[src/hdl/ccl_macros.svh]
// image size and table capacities for the labeling core, included by the package and RTL
`ifndef CCL_MACROS_SVH
`define CCL_MACROS_SVH

// frame geometry
`define CCL_IMG_W      16
`define CCL_IMG_H      16

// checkerboard worst case plus background label 0
`define CCL_MAX_LABELS ((`CCL_IMG_W * `CCL_IMG_H) / 2 + 1)
`define CCL_MAX_PAIRS  (`CCL_IMG_W * `CCL_IMG_H)

// derived widths
`define CCL_X_W        $clog2(`CCL_IMG_W)
`define CCL_Y_W        $clog2(`CCL_IMG_H)
`define CCL_LABEL_W    $clog2(`CCL_MAX_LABELS)
`define CCL_AREA_W     $clog2(`CCL_IMG_W * `CCL_IMG_H + 1)
`define CCL_PAIR_W     $clog2(`CCL_MAX_PAIRS)

`endif

[src/hdl/ccl_pkg.sv]
// shared types of the labeling core, taken by wildcard import in each module header
package ccl_pkg;

`include "ccl_macros.svh"

typedef logic [`CCL_LABEL_W-1:0] label_t;    // 0 is background
typedef logic [`CCL_X_W-1:0]     xcoord_t;
typedef logic [`CCL_Y_W-1:0]     ycoord_t;
typedef logic [`CCL_AREA_W-1:0]  area_t;

// walk of the second pass
typedef enum logic [2:0] {
    rp_idle,
    rp_wait_resolve,
    rp_fold,
    rp_emit,
    rp_done
} report_phase_t;

endpackage

[src/hdl/ccl_ifs.sv]


interface feature_if import ccl_pkg::*; ();
    // pixel update from the first pass
    logic    upd_valid;
    label_t  upd_label;
    xcoord_t upd_x;
    ycoord_t upd_y;
    // add src into dst
    logic    merge_valid;
    label_t  merge_src;
    label_t  merge_dst;
    // combinational read port
    label_t  rd_label;
    area_t   rd_area;
    xcoord_t rd_xmin;
    xcoord_t rd_xmax;
    ycoord_t rd_ymin;
    ycoord_t rd_ymax;

    modport pix_wr (output upd_valid, upd_label, upd_x, upd_y);
    modport store (
        input  upd_valid, upd_label, upd_x, upd_y,
        input  merge_valid, merge_src, merge_dst, rd_label,
        output rd_area, rd_xmin, rd_xmax, rd_ymin, rd_ymax
    );
    modport merge_rd (
        output merge_valid, merge_src, merge_dst, rd_label,
        input  rd_area, rd_xmin, rd_xmax, rd_ymin, rd_ymax
    );
endinterface

interface equiv_if import ccl_pkg::*; ();
    logic   push_valid;
    label_t push_hi;
    label_t push_lo;
    logic   resolve_start;
    label_t q_label;
    logic   resolved;
    label_t q_root;

    modport push (output push_valid, push_hi, push_lo);
    modport tbl (
        input  push_valid, push_hi, push_lo, resolve_start, q_label,
        output resolved, q_root
    );
    modport query (output resolve_start, q_label, input resolved, q_root);
endinterface

[src/hdl/component_report.sv]
// second pass, folds labels into their roots after resolve and streams one result per root
`timescale 1ns/1ps
`include "ccl_macros.svh"

module component_report import ccl_pkg::*; (
    input  logic        clk,
    input  logic        rst,
    input  logic        frame_end_i,
    feature_if.merge_rd feat_o,
    equiv_if.query      eq_o,
    output logic        busy_o,
    output logic        res_valid_o,
    output label_t      res_label_o,
    output area_t       res_area_o,
    output xcoord_t     res_xmin_o,
    output xcoord_t     res_xmax_o,
    output ycoord_t     res_ymin_o,
    output ycoord_t     res_ymax_o,
    output logic        frame_done_o
);
    report_phase_t phase;
    label_t        idx_q;
    logic          used;       // label was issued this frame
    logic          is_root;
    logic          last;

    assign used    = (feat_o.rd_area != '0);
    assign is_root = (eq_o.q_root == idx_q);
    assign last    = !used || (idx_q == label_t'(`CCL_MAX_LABELS - 1));

    assign eq_o.q_label       = idx_q;
    assign eq_o.resolve_start = (phase == rp_idle) && frame_end_i;
    assign feat_o.rd_label    = idx_q;
    assign feat_o.merge_valid = (phase == rp_fold) && used && !is_root;
    assign feat_o.merge_src   = idx_q;
    assign feat_o.merge_dst   = eq_o.q_root;

    always_ff @(posedge clk or posedge rst) begin
        if (rst) begin
            phase        <= rp_idle;
            idx_q        <= '0;
            busy_o       <= 1'b0;
            res_valid_o  <= 1'b0;
            frame_done_o <= 1'b0;
        end else begin
            res_valid_o  <= 1'b0;
            frame_done_o <= 1'b0;
            case (phase)
                rp_idle: begin
                    if (frame_end_i) begin
                        busy_o <= 1'b1;
                        phase  <= rp_wait_resolve;
                    end
                end
                rp_wait_resolve: begin
                    idx_q <= label_t'(1);
                    if (eq_o.resolved)
                        phase <= rp_fold;
                end
                rp_fold: begin
                    idx_q <= last ? label_t'(1) : idx_q + 1'b1;
                    if (last)
                        phase <= rp_emit;
                end
                rp_emit: begin
                    res_valid_o <= used && is_root;
                    idx_q       <= idx_q + 1'b1;
                    if (last) begin
                        frame_done_o <= 1'b1;   // lands with the last result
                        phase        <= rp_done;
                    end
                end
                default: begin
                    busy_o <= 1'b0;
                    phase  <= rp_idle;
                end
            endcase
        end
    end

    always_ff @(posedge clk) begin
        res_label_o <= idx_q;
        res_area_o  <= feat_o.rd_area;
        res_xmin_o  <= feat_o.rd_xmin;
        res_xmax_o  <= feat_o.rd_xmax;
        res_ymin_o  <= feat_o.rd_ymin;
        res_ymax_o  <= feat_o.rd_ymax;
    end

    // front end holds frames back until the report has finished
    a_frame_gap: assert property (@(posedge clk) disable iff (rst)
        frame_end_i |-> phase == rp_idle);

endmodule

[src/flat_wrapper.sv]
// flat-port wrapper written by rule: the top's interface ports become plain ports
module component_report_flat import ccl_pkg::*;
  (clk, rst, frame_end_i, busy_o, res_valid_o, res_label_o, res_area_o, res_xmin_o, res_xmax_o, res_ymin_o, res_ymax_o, frame_done_o, feat_o_merge_valid, feat_o_merge_src, feat_o_merge_dst, feat_o_rd_label, feat_o_rd_area, feat_o_rd_xmin, feat_o_rd_xmax, feat_o_rd_ymin, feat_o_rd_ymax, eq_o_resolve_start, eq_o_q_label, eq_o_resolved, eq_o_q_root);
  feature_if feat_o_i ();
  equiv_if eq_o_i ();
  input  logic clk;
  input  logic rst;
  input  logic frame_end_i;
  output logic busy_o;
  output logic res_valid_o;
  output label_t res_label_o;
  output area_t res_area_o;
  output xcoord_t res_xmin_o;
  output xcoord_t res_xmax_o;
  output ycoord_t res_ymin_o;
  output ycoord_t res_ymax_o;
  output logic frame_done_o;
  output wire logic [$bits(feat_o_i.merge_valid)-1:0] feat_o_merge_valid;
  output wire logic [$bits(feat_o_i.merge_src)-1:0] feat_o_merge_src;
  output wire logic [$bits(feat_o_i.merge_dst)-1:0] feat_o_merge_dst;
  output wire logic [$bits(feat_o_i.rd_label)-1:0] feat_o_rd_label;
  input wire logic [$bits(feat_o_i.rd_area)-1:0] feat_o_rd_area;
  input wire logic [$bits(feat_o_i.rd_xmin)-1:0] feat_o_rd_xmin;
  input wire logic [$bits(feat_o_i.rd_xmax)-1:0] feat_o_rd_xmax;
  input wire logic [$bits(feat_o_i.rd_ymin)-1:0] feat_o_rd_ymin;
  input wire logic [$bits(feat_o_i.rd_ymax)-1:0] feat_o_rd_ymax;
  output wire logic [$bits(eq_o_i.resolve_start)-1:0] eq_o_resolve_start;
  output wire logic [$bits(eq_o_i.q_label)-1:0] eq_o_q_label;
  input wire logic [$bits(eq_o_i.resolved)-1:0] eq_o_resolved;
  input wire logic [$bits(eq_o_i.q_root)-1:0] eq_o_q_root;
  assign feat_o_merge_valid = feat_o_i.merge_valid;
  assign feat_o_merge_src = feat_o_i.merge_src;
  assign feat_o_merge_dst = feat_o_i.merge_dst;
  assign feat_o_rd_label = feat_o_i.rd_label;
  assign feat_o_i.rd_area = feat_o_rd_area;
  assign feat_o_i.rd_xmin = feat_o_rd_xmin;
  assign feat_o_i.rd_xmax = feat_o_rd_xmax;
  assign feat_o_i.rd_ymin = feat_o_rd_ymin;
  assign feat_o_i.rd_ymax = feat_o_rd_ymax;
  assign eq_o_resolve_start = eq_o_i.resolve_start;
  assign eq_o_q_label = eq_o_i.q_label;
  assign eq_o_i.resolved = eq_o_resolved;
  assign eq_o_i.q_root = eq_o_q_root;
  component_report u_core (.clk(clk), .rst(rst), .frame_end_i(frame_end_i), .feat_o(feat_o_i), .eq_o(eq_o_i), .busy_o(busy_o), .res_valid_o(res_valid_o), .res_label_o(res_label_o), .res_area_o(res_area_o), .res_xmin_o(res_xmin_o), .res_xmax_o(res_xmax_o), .res_ymin_o(res_ymin_o), .res_ymax_o(res_ymax_o), .frame_done_o(frame_done_o));
endmodule
[config.mk]
export PLATFORM = sky130hd
export DESIGN_NAME = component_report_flat
export DESIGN_NICKNAME = d
export VERILOG_FILES = /design/src/hdl/ccl_pkg.sv /design/src/hdl/ccl_ifs.sv /design/src/hdl/component_report.sv /design/src/flat_wrapper.sv
export VERILOG_INCLUDE_DIRS = /design/src /design/src/hdl
export SDC_FILE = /design/constraint.sdc
export NUM_CORES = 1
export LEC_CHECK = 0
export BUFFER_PORTS_ARGS = -buffer_cell sky130_fd_sc_hd__buf_2
export CAP_MARGIN = 20
export CELL_PAD_IN_SITES_DETAIL_PLACEMENT = 1
export CELL_PAD_IN_SITES_GLOBAL_PLACEMENT = 2
export CORE_MARGIN = 1
export CORE_UTILIZATION = 24
export DETAILED_ROUTE_END_ITERATION = 8
export HOLD_SLACK_MARGIN = 0.1
export PLACE_DENSITY = 0.87
export SLEW_MARGIN = 25
export SYNTH_ARGS = -nofsm -noshare
export SYNTH_HDL_FRONTEND = slang
export SYNTH_SLANG_ARGS = --single-unit
[constraint.sdc]
create_clock -name clk -period 1.5 [get_ports clk]
set_input_delay 0.15 -clock clk [delete_from_list [all_inputs] [get_ports clk]]
set_output_delay 0.15 -clock clk [all_outputs]
set_load 0.01 [all_outputs]
# --- Word level (Yosys, flattened, before mapping) ---
# Index checks and enable logic that the tools add are counted.
totals:
  register_bits: 47
  latch_bits: 0
  ram_bits: 0
  mem_bits_ro: 0
  out_inout_bits: 70
  wordCells: 47
  memories: 0
classes:
  n_addsub: 1
  multipliers: 0
  div: 0
  order_cmp: 0
  eq_ne: 9
  shift: 0
  muxes: 12
  n_bitwise: 1
  reduce_logical: 13
ops:
  columns: ["op", "count"]
  rows:
  - ["$pmux W8 S3", 1]
  - ["$mux W3", 4]
  - ["$pmux W3 S4", 1]
  - ["$reduce_bool A9 Y1", 1]
  - ["$add A8 B1 Y8 const B", 1]
  - ["$eq A8 B8 Y1", 1]
  - ["$eq A8 B8 Y1 const B", 1]
  - ["$mux W8", 1]
  - ["$eq A3 B2 Y1 const B", 2]
  - ["$logic_and A1 B1 Y1", 4]
  - ["$mux W1", 4]
  - ["$ne A2 B1 Y1 const B", 2]
  - ["$ne A2 B2 Y1 const B", 2]
  - ["$reduce_and A4 Y1", 1]
  - ["$eq A3 B1 Y1 const B", 1]
  - ["$logic_not A3 Y1", 1]
  - ["$reduce_bool A3 Y1", 1]
  - ["$reduce_or A3 Y1", 1]
  - ["$logic_not A1 Y1", 2]
  - ["$pmux W1 S2", 1]
  - ["$reduce_and A2 Y1", 1]
  - ["$logic_or A1 B1 Y1", 1]
  - ["$not A1 Y1", 1]

# --- Logic depth before layout (Yosys ltp) ---
# Gate-level depths: netlist of the first run.
depth:
  depth_word: 5
  ltp_mapped: 6
  mapped_depth_nobuf: 6

# --- Worst setup path after synthesis of the first run ---
# Ideal clock, no wire load.
synth_path:
  path_kind: "register to register"
  start: "register u_core.idx_q[0] (netlist: u_core.eq_o.q_label[0])"
  end: "register u_core.phase[0]"
  setup_time_ns: 0.066
  t_arrival_ns: 1.414
  slack_ns: 0.021
  path_stages_with_launch: 7
  period_less_slack_ns: 1.479
  path_cell_list: "dfrtp_1 inv_1 ha_1 and4bb_1 and2_1 o31a_1 nand2_1"
synth_between:
  elab_chain_cells: 4
  elab_cells_between_ends: 5
synth_lines:
  columns: ["item", "line_no", "source"]
  rows:
  - ["from (decl)", "component_report.sv:22", "label_t idx_q;"]
  - ["from (signal assigned)", "component_report.sv:56", "idx_q <= label_t'(1);"]
  - ["from (signal assigned)", "component_report.sv:61", "idx_q <= last ? label_t'(1) : idx_q + 1'b1;"]
  - ["from (signal assigned)", "component_report.sv:67", "idx_q <= idx_q + 1'b1;"]
  - ["$eq A8 B8 Y1 (*)", "component_report.sv:29", "assign last = !used || (idx_q == label_t'(`CCL_MAX_LABELS - 1));"]
  - ["$logic_or A1 B1 Y1 (*)", "component_report.sv:29", null]
  - ["$ne A2 B1 Y1 (no source line)", null, null]
  - ["$reduce_and A4 Y1 (no source line) (*)", null, null]
  - ["to (signal assigned)", "component_report.sv:40", "phase <= rp_idle;"]
  - ["to (signal assigned)", "component_report.sv:52", "phase <= rp_wait_resolve;"]
  - ["to (signal assigned)", "component_report.sv:58", "phase <= rp_fold;"]
  - ["to (decl)", "component_report.sv:21", "report_phase_t phase;"]
# Mark *: on every way between the ends. The rest lies on a longest branch, timed or not.
# A chain may end at the register's enable or synchronous reset.

# --- Final worst setup path of the first run ---
layout_path:
  start: "register u_core.idx_q[0] (netlist: u_core.eq_o.q_label[0])"
  end: "output feat_o_merge_valid"
layout_between:
  elab_chain_cells: 3
layout_lines:
  columns: ["item", "line_no", "source"]
  rows:
  - ["$eq A8 B8 Y1", "component_report.sv:28", "assign is_root = (eq_o.q_root == idx_q);"]
  - ["$logic_not A1 Y1", "component_report.sv:34", "assign feat_o.merge_valid = (phase == rp_fold) && used && !is_root;"]
  - ["$logic_and A1 B1 Y1", "component_report.sv:34", null]
  - ["to (decl)", "flat_wrapper.sv:18", "output wire logic [$bits(feat_o_i.merge_valid)-1:0] feat_o_merge_valid;"]
# No other way between the ends.

==> out/summary.txt, run 1 <==
Status: finished with violations
Failing checks: setup timing
# rows: 30
CTS tree: yes
Hold Crit Class: in2reg
Sequential area share after synthesis: 59.2%
Tmin final: 1590 ps
Yosys cell types: 32
N_diodes: 0
EDFF count, synth: 0
Period utilisation layout: 106%
GRT Residual Overflow: 0
Num CTS Buffers: 5
ANT nets after route: 0
Fmax: 0.630 GHz
Hold WS: 175 ps
Synth area leader: dfxtp_1
Synthesized netlist net count: 190
Max_cap viols: 0
Mapped cell area: 0.00171 mm2
Post-DR vias/cell: 4.13
Die Width: 86.4 um
Clk_skew: 10.9 ps
Synth Instances: 151
Die ar.: 0.00746 mm2
Max Slew Vio Count: 0
Wire per inst: 14.6 um
Clk sinks: 47
Setup tns final: -117 ps
Worst-path clk slew: 100 ps
Post-Route WL: 5480 um
Core ar.: 0.00683 mm2
Hold-critical path endpoint: u_core.phase[1]
Core occupancy in the finished layout: 39.9%
Final HPWL from detailed placement: 3550 um
Pwr Density: 1650 mW/mm2
CP Data Arrival Time: 1440 ps
Synth top area share: 38.7%
Via count of the first global-routing pass: 1,650
Clock root cell: clkbuf_8
DRT Pass-1 Iters: 4
R2R depth: 5
Area Growth Syn to Fin: 59.4%
# setup viols final: 2
CP max FO: 2
RSZ-0062 raised after global routing: yes
LEAKAGE: 1.35 nW
Synth warnings: 0
CTS H-tree lvls: 2
WHS Path Cells: 3
Vias post-DR: 1,554
Top Ports: 107
Starting Density: 25.0%
Flops & latches, synth: 47
Die height: 86.4 um
Total global-route track usage: 15.2%
Hold Startpoint: eq_o_resolved
Worst endpoint required time: 1350 ps
Placer Congestion: 0.756
Setup crit end kind: primary output
Clock latency on the worst-skew pair: 300 ps
Layout cells sized above 1: 52.9%
DRC: 0
Kind of critical path: reg2out
Port Buffer Count: 106
Asr flop ratio synth: 29.8%
RR Endpoint: u_core.eq_o.q_label[0]
Pin count of the biggest net entering global routing: 16
Reg2reg setup slack: -30 ps
Most frequent cell after synthesis: dfxtp_1
Fin. Hold Viols: 0
Worst slew pin tran: 562 ps
Synth top area cells: dfxtp_1 (39%), dfrtp_1 (20%), buf_4 (11%)
Worst slew margin: 62.5%
First-pass GRT wire length: 8530 um
VDD IR max: 395 uV
Nets: 318
Most instantiated cells after synthesis: dfxtp_1 (33), buf_4 (25), dfrtp_1 (14), xnor2_1 (12)
Worst r2r src: u_core.eq_o.q_label[2]
Startpoint Class: flip-flop
Starting DRT DRC Count: 51
Longest Clk Path Bufs: 2
Top FF cell, synth: dfxtp_1
Setup ws final: -86.3 ps
Initial antenna violation count: 0
Syn_area_per_cell: 11.3 um2
-- critical path, stage by stage, from the launching register on --
cell     delay, ps
dfrtp_1        400
buf_6          130
xnor2_2        110
nand4_1        170
nor2_1         150
nor2_1          50
buf_2          140
-- through the flow --
stage                     cell area, um2  power (mW)  instances  worst slack, ps
final                               2730        4.50        376            -86.3
after global routing                2730        4.82        376             -202
after CTS                           2700        4.49        376            -89.9
after detailed placement            2220        3.33        334             80.1
after global placement              2220        3.29        334              121
after floorplan                     1710        2.82        151             20.6
-- cell families after synthesis --
| kind of cell | share of synthesized area [%] |
|---|---|
| xor gates and xnor gates | 7.17 |
| buffers and inverters | 12.4 |
| AOI/OAI and AO/OA | 6.22 |
| and+or+nand+nor | 13.6 |
| DFF | 59.2 |
| adders and majority gates | 1.46 |
-- cell type report --
| class | instances | area [um2] |
|---|---|---|
| timing repair buffer | 147 | 915 |
| clock buffer | 6 | 93.8 |
| fill | 796 | 4110 |
| tap | 96 | 120 |
| inverter | 5 | 18.8 |
| sequential | 47 | 1020 |
| multi-input combinational | 73 | 543 |
| clock inverter | 2 | 13.8 |
-- timing repair --
item                                   CTS  global route
endpoints found under the hold margin   39             0
buffers inserted                         8             0
hold buffers                            26             0
resized for setup                       14             4
pin swaps                                8             2
setup endpoints to repair                2            12
-- where the power goes --
part / internal [mW] / switching (mW)
sequential: 1.52 / 0.188
combinational: 0.919 / 1.01
clock: 0.429 / 0.433
total: 2.87 / 1.63
-- worst max path at each step --
stage | from | to | cells past startpoint
finish | u_core.eq_o.q_label[0] | feat_o_merge_valid | 6
global route | u_core.eq_o.q_label[4] | feat_o_merge_valid | 5
CTS | u_core.eq_o.q_label[0] | feat_o_merge_valid | 6
detailed placement | u_core.eq_o.q_label[2] | u_core.eq_o.q_label[0] | 4
global placement | feat_o_rd_area[4] | feat_o_merge_valid | 6
floorplan | u_core.eq_o.q_label[0] | u_core.phase[0] | 6
-- cells in the final DEF, fill, tap and decap left out, types with 2 or more instances in the layout --
cell / n
nand4_1: 6
nor2_1: 11
nor4_1: 3
xnor2_2: 3
ha_1: 2
nand2_1: 11
xor2_1: 2
dfrtp_2: 8
nor3_1: 3
inv_1: 5
buf_4: 12
and3_1: 2
a21oi_1: 4
clkbuf_8: 5
dlygate4sd3_1: 26
buf_6: 3
dfxtp_1: 33
buf_2: 106
xnor2_1: 8
dfrtp_1: 6
-- flip-flops by register name, summed over array words and instances (netlist names) --
| name | flops |
|---|---|
| u_core.frame_done_o | 1 |
| u_core.phase | 3 |
| u_core.res_valid_o | 1 |
| u_core.res_area_o | 9 |
| u_core.res_xmin_o | 4 |
| u_core.busy_o | 1 |
| u_core.eq_o.q_label | 8 |
| u_core.res_label_o | 8 |
| u_core.res_ymax_o | 4 |
| u_core.res_ymin_o | 4 |
| u_core.res_xmax_o | 4 |
-- per-layer routing --
layer  routed length [um]  up-vias  track usage, %
met1                 1940      731            14.7
met2                 2980       76            29.8
met4                  118        0            5.91
met5                    0        -               0
met3                  434       10            4.48
li1                     -      737               -
(Power assumes the default switching activity.)
==> inputs of run 2 (changes only) <==
==> constraint.sdc (replaced) <==
create_clock -name clk -period 1.5 [get_ports clk]
set_input_delay 0.075 -clock clk [delete_from_list [all_inputs] [get_ports clk]]
set_output_delay 0.075 -clock clk [all_outputs]
set_load 0.01 [all_outputs]
==> out/summary.txt, run 2 (synthesized netlist as in run 1, its figures left out) <==
CP Data Arrival Time: 1460 ps (+20 ps)
Startpoint Class: flip-flop
N_diodes: 0 (unchanged)
Placed Cells: 336 (+0.60%)
RSZ-0062 raised after global routing: yes
Period utilisation layout: 102% (-3.6 points)
Top Ports: 107 (unchanged)
First-pass GRT wire length: 8080 um (-5.3%)
Layout cells sized above 1: 56.9% (+4.1 points)
Max Slew Vio Count: 0 (unchanged)
Most frequent cells in the layout: buf_2 (106), dfxtp_1 (33), dlygate4sd3_1 (26)
Pin count of the biggest net entering global routing: 16 (unchanged)
Worst slew margin: 62.4% (-0.081 points)
Port Buffer Count: 106 (unchanged)
Setup ws final: -32.5 ps (+53.8 ps)
Core ar.: 0.00683 mm2 (unchanged)
Max_cap viols: 0 (unchanged)
Placer Congestion: 0.762 (+0.85%)
Fin area: 0.00280 mm2 (+2.9%)
Register bank with the most flops: u_core.res_area_o
Critical path startpoint: u_core.eq_o.q_label[1]
VDD IR max: 563 uV (+43%)
Layout fillers: 810 (+1.8%)
CTS H-tree lvls: 2 (unchanged)
Vias post-DR: 1,566 (+0.77%)
Clk_skew: 8.46 ps (-2.42 ps)
Hold WS: 180 ps (+4.33 ps)
Setup crit end kind: primary output
Core occupancy in the finished layout: 41.0% (+1.2 points)
Worst r2r src: u_core.eq_o.q_label[0]
Worst-path clk slew: 90 ps (about the same)
Post-Place Setup Slack: 54.7 ps (-25.3 ps)
Hold Startpoint: eq_o_resolved
Initial antenna violation count: 0 (unchanged)
Starting Density: 25.0% (unchanged)
Post-Route WL: 5530 um (+0.95%)
Hold Crit Class: in2reg
Post-DR vias/cell: 4.08 (-1.3%)
Die height: 86.4 um (unchanged)
Clk sinks: 47 (unchanged)
Die ar.: 0.00746 mm2 (unchanged)
Final Power: 4.68 mW (+4.1%)
Longest Clk Path Bufs: 2 (unchanged)
Clock latency on the worst-skew pair: 310 ps (about the same)
Commonest non-fill, non-tap cell in the layout: buf_2
CTS tree: yes
CP max FO: 6 (+4)
ANT nets after route: 0 (unchanged)
Max reg flops: 9 (unchanged)
Die Width: 86.4 um (unchanged)
Via count of the first global-routing pass: 1,625 (-1.5%)
Worst slew pin tran: 563 ps (+1.21 ps)
Setup tns final: -46.9 ps (+70.5 ps)
Starting DRT DRC Count: 32 (-37%)
Num CTS Buffers: 5 (unchanged)
DRC: 0 (unchanged)
DRT Pass-1 Iters: 4 (unchanged)
Status: finished with violations
Failing checks: setup timing
Wire per inst: 14.4 um (-1.2%)
Pwr Density: 1670 mW/mm2 (+1.2%)
GRT Residual Overflow: 0 (unchanged)
Kind of critical path: reg2out
Total global-route track usage: 14.2% (-0.96 points)
Nets: 326 (+2.5%)
Clock root cell: clkbuf_8
LEAKAGE: 1.38 nW (+2.5%)
# rows: 30 (unchanged)
Area Growth Syn to Fin: 64.1%
Tmin final: 1530 ps (-53.8 ps)
# setup viols final: 2 (unchanged)
Fmax: 0.653 GHz (+3.5%)
Worst endpoint required time: 1420 ps (+70 ps)
Fin. Hold Viols: 0 (unchanged)
Final HPWL from detailed placement: 3410 um (-3.8%)
Placed cell areas: 0.00223 mm2 (+0.68%)
Finished Layout Cells: 384 (+2.1%)
run 2: cell types whose count changed in the layout (fill, tap and decap cells not counted), moves of 2 or more:
| cell | change |
|---|---|
| nand2_1 | -2 |
| dfrtp_2 | -2 |
| buf_4 | +9 |
| nor3_2 | +2 |
| nor3_1 | -2 |
| nor2_1 | -2 |
| nor4_2 | +2 |
| nor2_2 | +2 |
| nand2_2 | +2 |
| nor4_1 | -2 |
| dfrtp_1 | +2 |
run 2: worst max-delay path: stages, from the launching register on:
cell and delay [ps]:
dfrtp_1 400, buf_6 140, xnor2_2 140, nand4_1 150
nor2_1 150, nor2_1 50, buf_2 140
run 2: repair_timing:
action / in CTS / in global routing
endpoints found under the hold margin: 39 / 0
setup buffers: 8 / 6
endpoints found under the setup margin: 2 / 11
resized for setup: 9 / 14
pin swaps: 5 / 8
hold buffers: 26 / 0
run 2: worst paths after layout:
path | end | slack [ps] | cells after the start
setup / recovery | feat_o_merge_valid | -30 | 6
hold / removal | u_core.phase[0] | 180 | 4
setup reg to reg | u_core.eq_o.q_label[2] | 30 | 6
hold reg to reg | u_core.busy_o | 490 | 1
max in group asynchronous | u_core.eq_o.q_label[4] | 710 | 3
min in group asynchronous | u_core.busy_o | 380 | 3
run 2: layer usage:
layer / GRT usage [%] / up-vias / share of wire, %
li1: - / 753 / -
met1: 14.2 / 738 / 37
met2: 28.5 / 69 / 54
met3: 3.05 / 6 / 7.1
met4: 5.00 / 0 / 1.4
met5: 0 / - / 0
run 2: power breakdown:
group	leakage (nW)	internal, mW	switching [mW]	total [mW]
Combinational	0.885	1.02	1.10	2.12
Sequential	0.442	1.52	0.164	1.69
Clock	0.0563	0.430	0.443	0.873
run 2: cell type report:
| class | instances | area, um2 | area share, % |
|---|---|---|---|
| repair buffers | 155 | 971 | 34.6 |
| clock buffers | 6 | 93.8 | 3.35 |
| flip-flops and latches | 47 | 1020 | 36.3 |
| multi-input cells | 73 | 568 | 20.3 |
| inverters | 5 | 18.8 | 0.669 |
| clock inverters | 2 | 13.8 | 0.491 |
| well taps | 96 | 120 | 4.28 |
==> inputs of run 3 (changes only) <==
ABC_AREA = 1   (was unset)
CORE_MARGIN = 10   (was 1)
PLACE_DENSITY = 0.88   (was 0.87)
==> out/summary.txt, run 3 <==
Status: finished with violations
Failing checks: setup timing
Most frequent cell after synthesis: nand2_1
Yosys cell types: 23 (-28%)
Worst endpoint required time: 1420 ps (about the same)
DRT Pass-1 Iters: 4 (unchanged)
Die Width: 109 um (+26%)
Top FF cell, synth: dfxtp_1
CTS H-tree lvls: 2 (unchanged)
Synth top area share: 34.6% (-4.1 points)
Top Ports: 107 (unchanged)
Startpoint Class: flip-flop
Sequential area share after synthesis: 52.9% (-6.3 points)
Multi-input logic area: 676 um2 (+19%)
Post-Route WL: 6530 um (+18%)
Wire per inst: 14.7 um (+2.4%)
CP max FO: 5 (-1)
Port Buffer Count: 106 (unchanged)
Setup ws final: -37.6 ps (-5.08 ps)
Longest Clk Path Bufs: 2 (unchanged)
Slowest cell on crit path: dfrtp_2
EDFF count, synth: 0 (unchanged)
Pin count of the biggest net entering global routing: 16 (unchanged)
Placer Congestion: 0.783 (+2.8%)
Synth area leader: dfxtp_1
Flops & latches, synth: 47 (unchanged)
Register bank with the most flops: u_core.res_area_o
Hold WS: 175 ps (-4.84 ps)
Via count of the first global-routing pass: 1,916 (+18%)
Finished Layout Cells: 443 (+15%)
Post-Place Setup Slack: 87.0 ps (+32.2 ps)
Fin. Hold Viols: 0 (unchanged)
Core ar.: 0.00773 mm2 (+13%)
Pwr Density: 1680 mW/mm2 (+0.47%)
Vias post-DR: 1,789 (+14%)
Max reg flops: 9 (unchanged)
Asr flop ratio synth: 29.8% (unchanged)
Clk_skew: 7.89 ps (-0.570 ps)
Synth warnings: 0 (unchanged)
Clock root cell: clkbuf_8
# setup viols final: 1 (-1)
Nets: 379 (+16%)
Clock latency on the worst-skew pair: 300 ps (about the same)
Setup crit end kind: primary output
Synth Instances: 211 (+40%)
ANT nets after route: 0 (unchanged)
Worst-path clk slew: 90 ps (about the same)
Crit path cell chain: buf_6 > xor2_2 > nor3_2 > a21oi_1 > buf_2
Kind of critical path: reg2out
Post-DR vias/cell: 4.04 (-0.97%)
Layout cells sized above 1: 50.1% (-6.8 points)
N_diodes: 0 (unchanged)
Synth top area cells: dfxtp_1 (35%), dfrtp_1 (18%), buf_4 (11%)
Area Growth Syn to Fin: 53.7%
Syn_area_per_cell: 9.06 um2 (-20%)
Tmin final: 1540 ps (+5.08 ps)
Num CTS Buffers: 5 (unchanged)
Period utilisation layout: 103% (+0.34 points)
Commonest non-fill, non-tap cell in the layout: buf_2
Die height: 109 um (+26%)
VDD IR max: 433 uV (-23%)
Synthesized netlist net count: 250 (+32%)
DRC: 0 (unchanged)
Max stage delay on crit path: 420 ps (+20 ps)
LEAKAGE: 1.50 nW (+8.8%)
Max Slew Vio Count: 0 (unchanged)
# rows: 32 (+6.7%)
Initial antenna violation count: 0 (unchanged)
GRT Residual Overflow: 0 (unchanged)
Fmax: 0.650 GHz (-0.33%)
Mapped cell area: 0.00191 mm2 (+12%)
Die ar.: 0.0119 mm2 (+60%)
Clk sinks: 47 (unchanged)
Worst slew margin: 60.3% (-2.0 points)
Starting Density: 24.7% (-0.28 points)
CP Data Arrival Time: 1460 ps (about the same)
Most frequent cells in the layout: buf_2 (106), nand2_1 (43), dfxtp_1 (33)
Total global-route track usage: 10.5% (-3.7 points)
Max_cap viols: 0 (unchanged)
Storage element area: 0.00102 mm2 (+0.12%)
CTS tree: yes
Starting DRT DRC Count: 57 (+78%)
Hold Crit Class: in2reg
RSZ-0062 raised after global routing: yes
Final HPWL from detailed placement: 4740 um (+39%)
Layout fillers: 915 (+13%)
Worst slew pin tran: 594 ps (+30.6 ps)
Placed Cells: 398 (+18%)
First-pass GRT wire length: 9920 um (+23%)
Most instantiated cells after synthesis: nand2_1 (44), dfxtp_1 (33), buf_4 (27), nand3_1 (25), nor2_1 (15)
-- run 3: cell count changes in the layout (fill, tap and decap cells not counted), moves of 4 or more --
cell | before | now
buf_4 | 21 | 14
xnor2_2 | 4 | 0
nand3_1 | 1 | 19
nand4_1 | 6 | 1
nand2_1 | 9 | 43
nand3_2 | 0 | 6
inv_1 | 5 | 12
nor2_2 | 2 | 8
inv_2 | 0 | 8
-- run 3: where the power goes --
part / switching (mW) / internal [mW] / leakage [nW]
clock network: 0.438 / 0.430 / 0.0563
logic: 1.37 / 0.992 / 1.00
registers: 0.175 / 1.53 / 0.443
total: 1.98 / 2.95 / 1.50
-- run 3: kinds of logic (layout without fill, tap and decap cells) --
kind of cell	after synthesis	in the layout	share of synthesized area (%)
AOI/OAI and AO/OA	6	6	1.96
xor gates and xnor gates	11	11	5.04
adders and majority gates	2	2	1.31
buffers and inverters	49	178	15.3
DFF	47	47	52.9
and+or+nand+nor	96	97	23.5
-- run 3: worst max-delay path: cells and delay by family, from the launching register on --
family	cells	cell delay, ps
simple gates	1	220
buf+inv	2	290
xor+xnor	1	140
flops	1	420
compound gates	1	90
-- run 3: area by class of cell --
cell class	count	share of cell area (%)
clock buffer	6	3.19
clock inverter	2	0.468
inverter	21	2.77
multi-input combinational	116	23.0
sequential	47	34.7
tap	102	4.34
timing repair buffer	149	31.5
-- run 3: final timing paths --
kind / startpoint / to / slack, ps / depth (start not counted)
worst min-delay path: eq_o_q_root[2] / u_core.res_valid_o / 170 / 6
worst min register to register: u_core.eq_o.q_label[4] / u_core.res_label_o[4] / 460 / 0
max in group asynchronous: rst / u_core.eq_o.q_label[3] / 670 / 3
min in group asynchronous: rst / u_core.busy_o / 400 / 3
worst max-delay path: u_core.eq_o.q_label[0] / feat_o_merge_valid / -40 / 5
worst max register to register: u_core.eq_o.q_label[0] / u_core.eq_o.q_label[5] / 20 / 10
-- run 3: what timing repair did --
action / in CTS / in global routing
hold buffers: 28 / 0
endpoints found under the hold margin: 41 / 0
buffers inserted: 5 / 3
setup endpoints to repair: 1 / 12
resized for setup: 9 / 14
cloned: 0 / 1
pin swaps: 5 / 6
-- run 3: layer usage --
layer	track usage (%)	vias up	share of wire, %
met5	0	-	0
met4	4.28	0	1.9
met3	3.95	9	10
met2	18.5	73	50
met1	11.1	825	38
li1	-	882	-
-- run 3: per-stage QoR --
| stage | power (mW) | area [um2] | TNS [ps] | utilization [%] |
|---|---|---|---|---|
| 3_5_place_dp | 3.78 | 2410 | 0 | 31.2 |
| 2_1_floorplan | 3.18 | 1910 | 0 | - |
| 3_3_place_gp | 3.72 | 2410 | 0 | 31.2 |
| 5_1_grt | 5.33 | 2940 | -478 | 38.0 |
| 4_1_cts | 4.87 | 2850 | -49.5 | 36.9 |
| 6_report | 4.93 | 2940 | -37.6 | 38.0 |
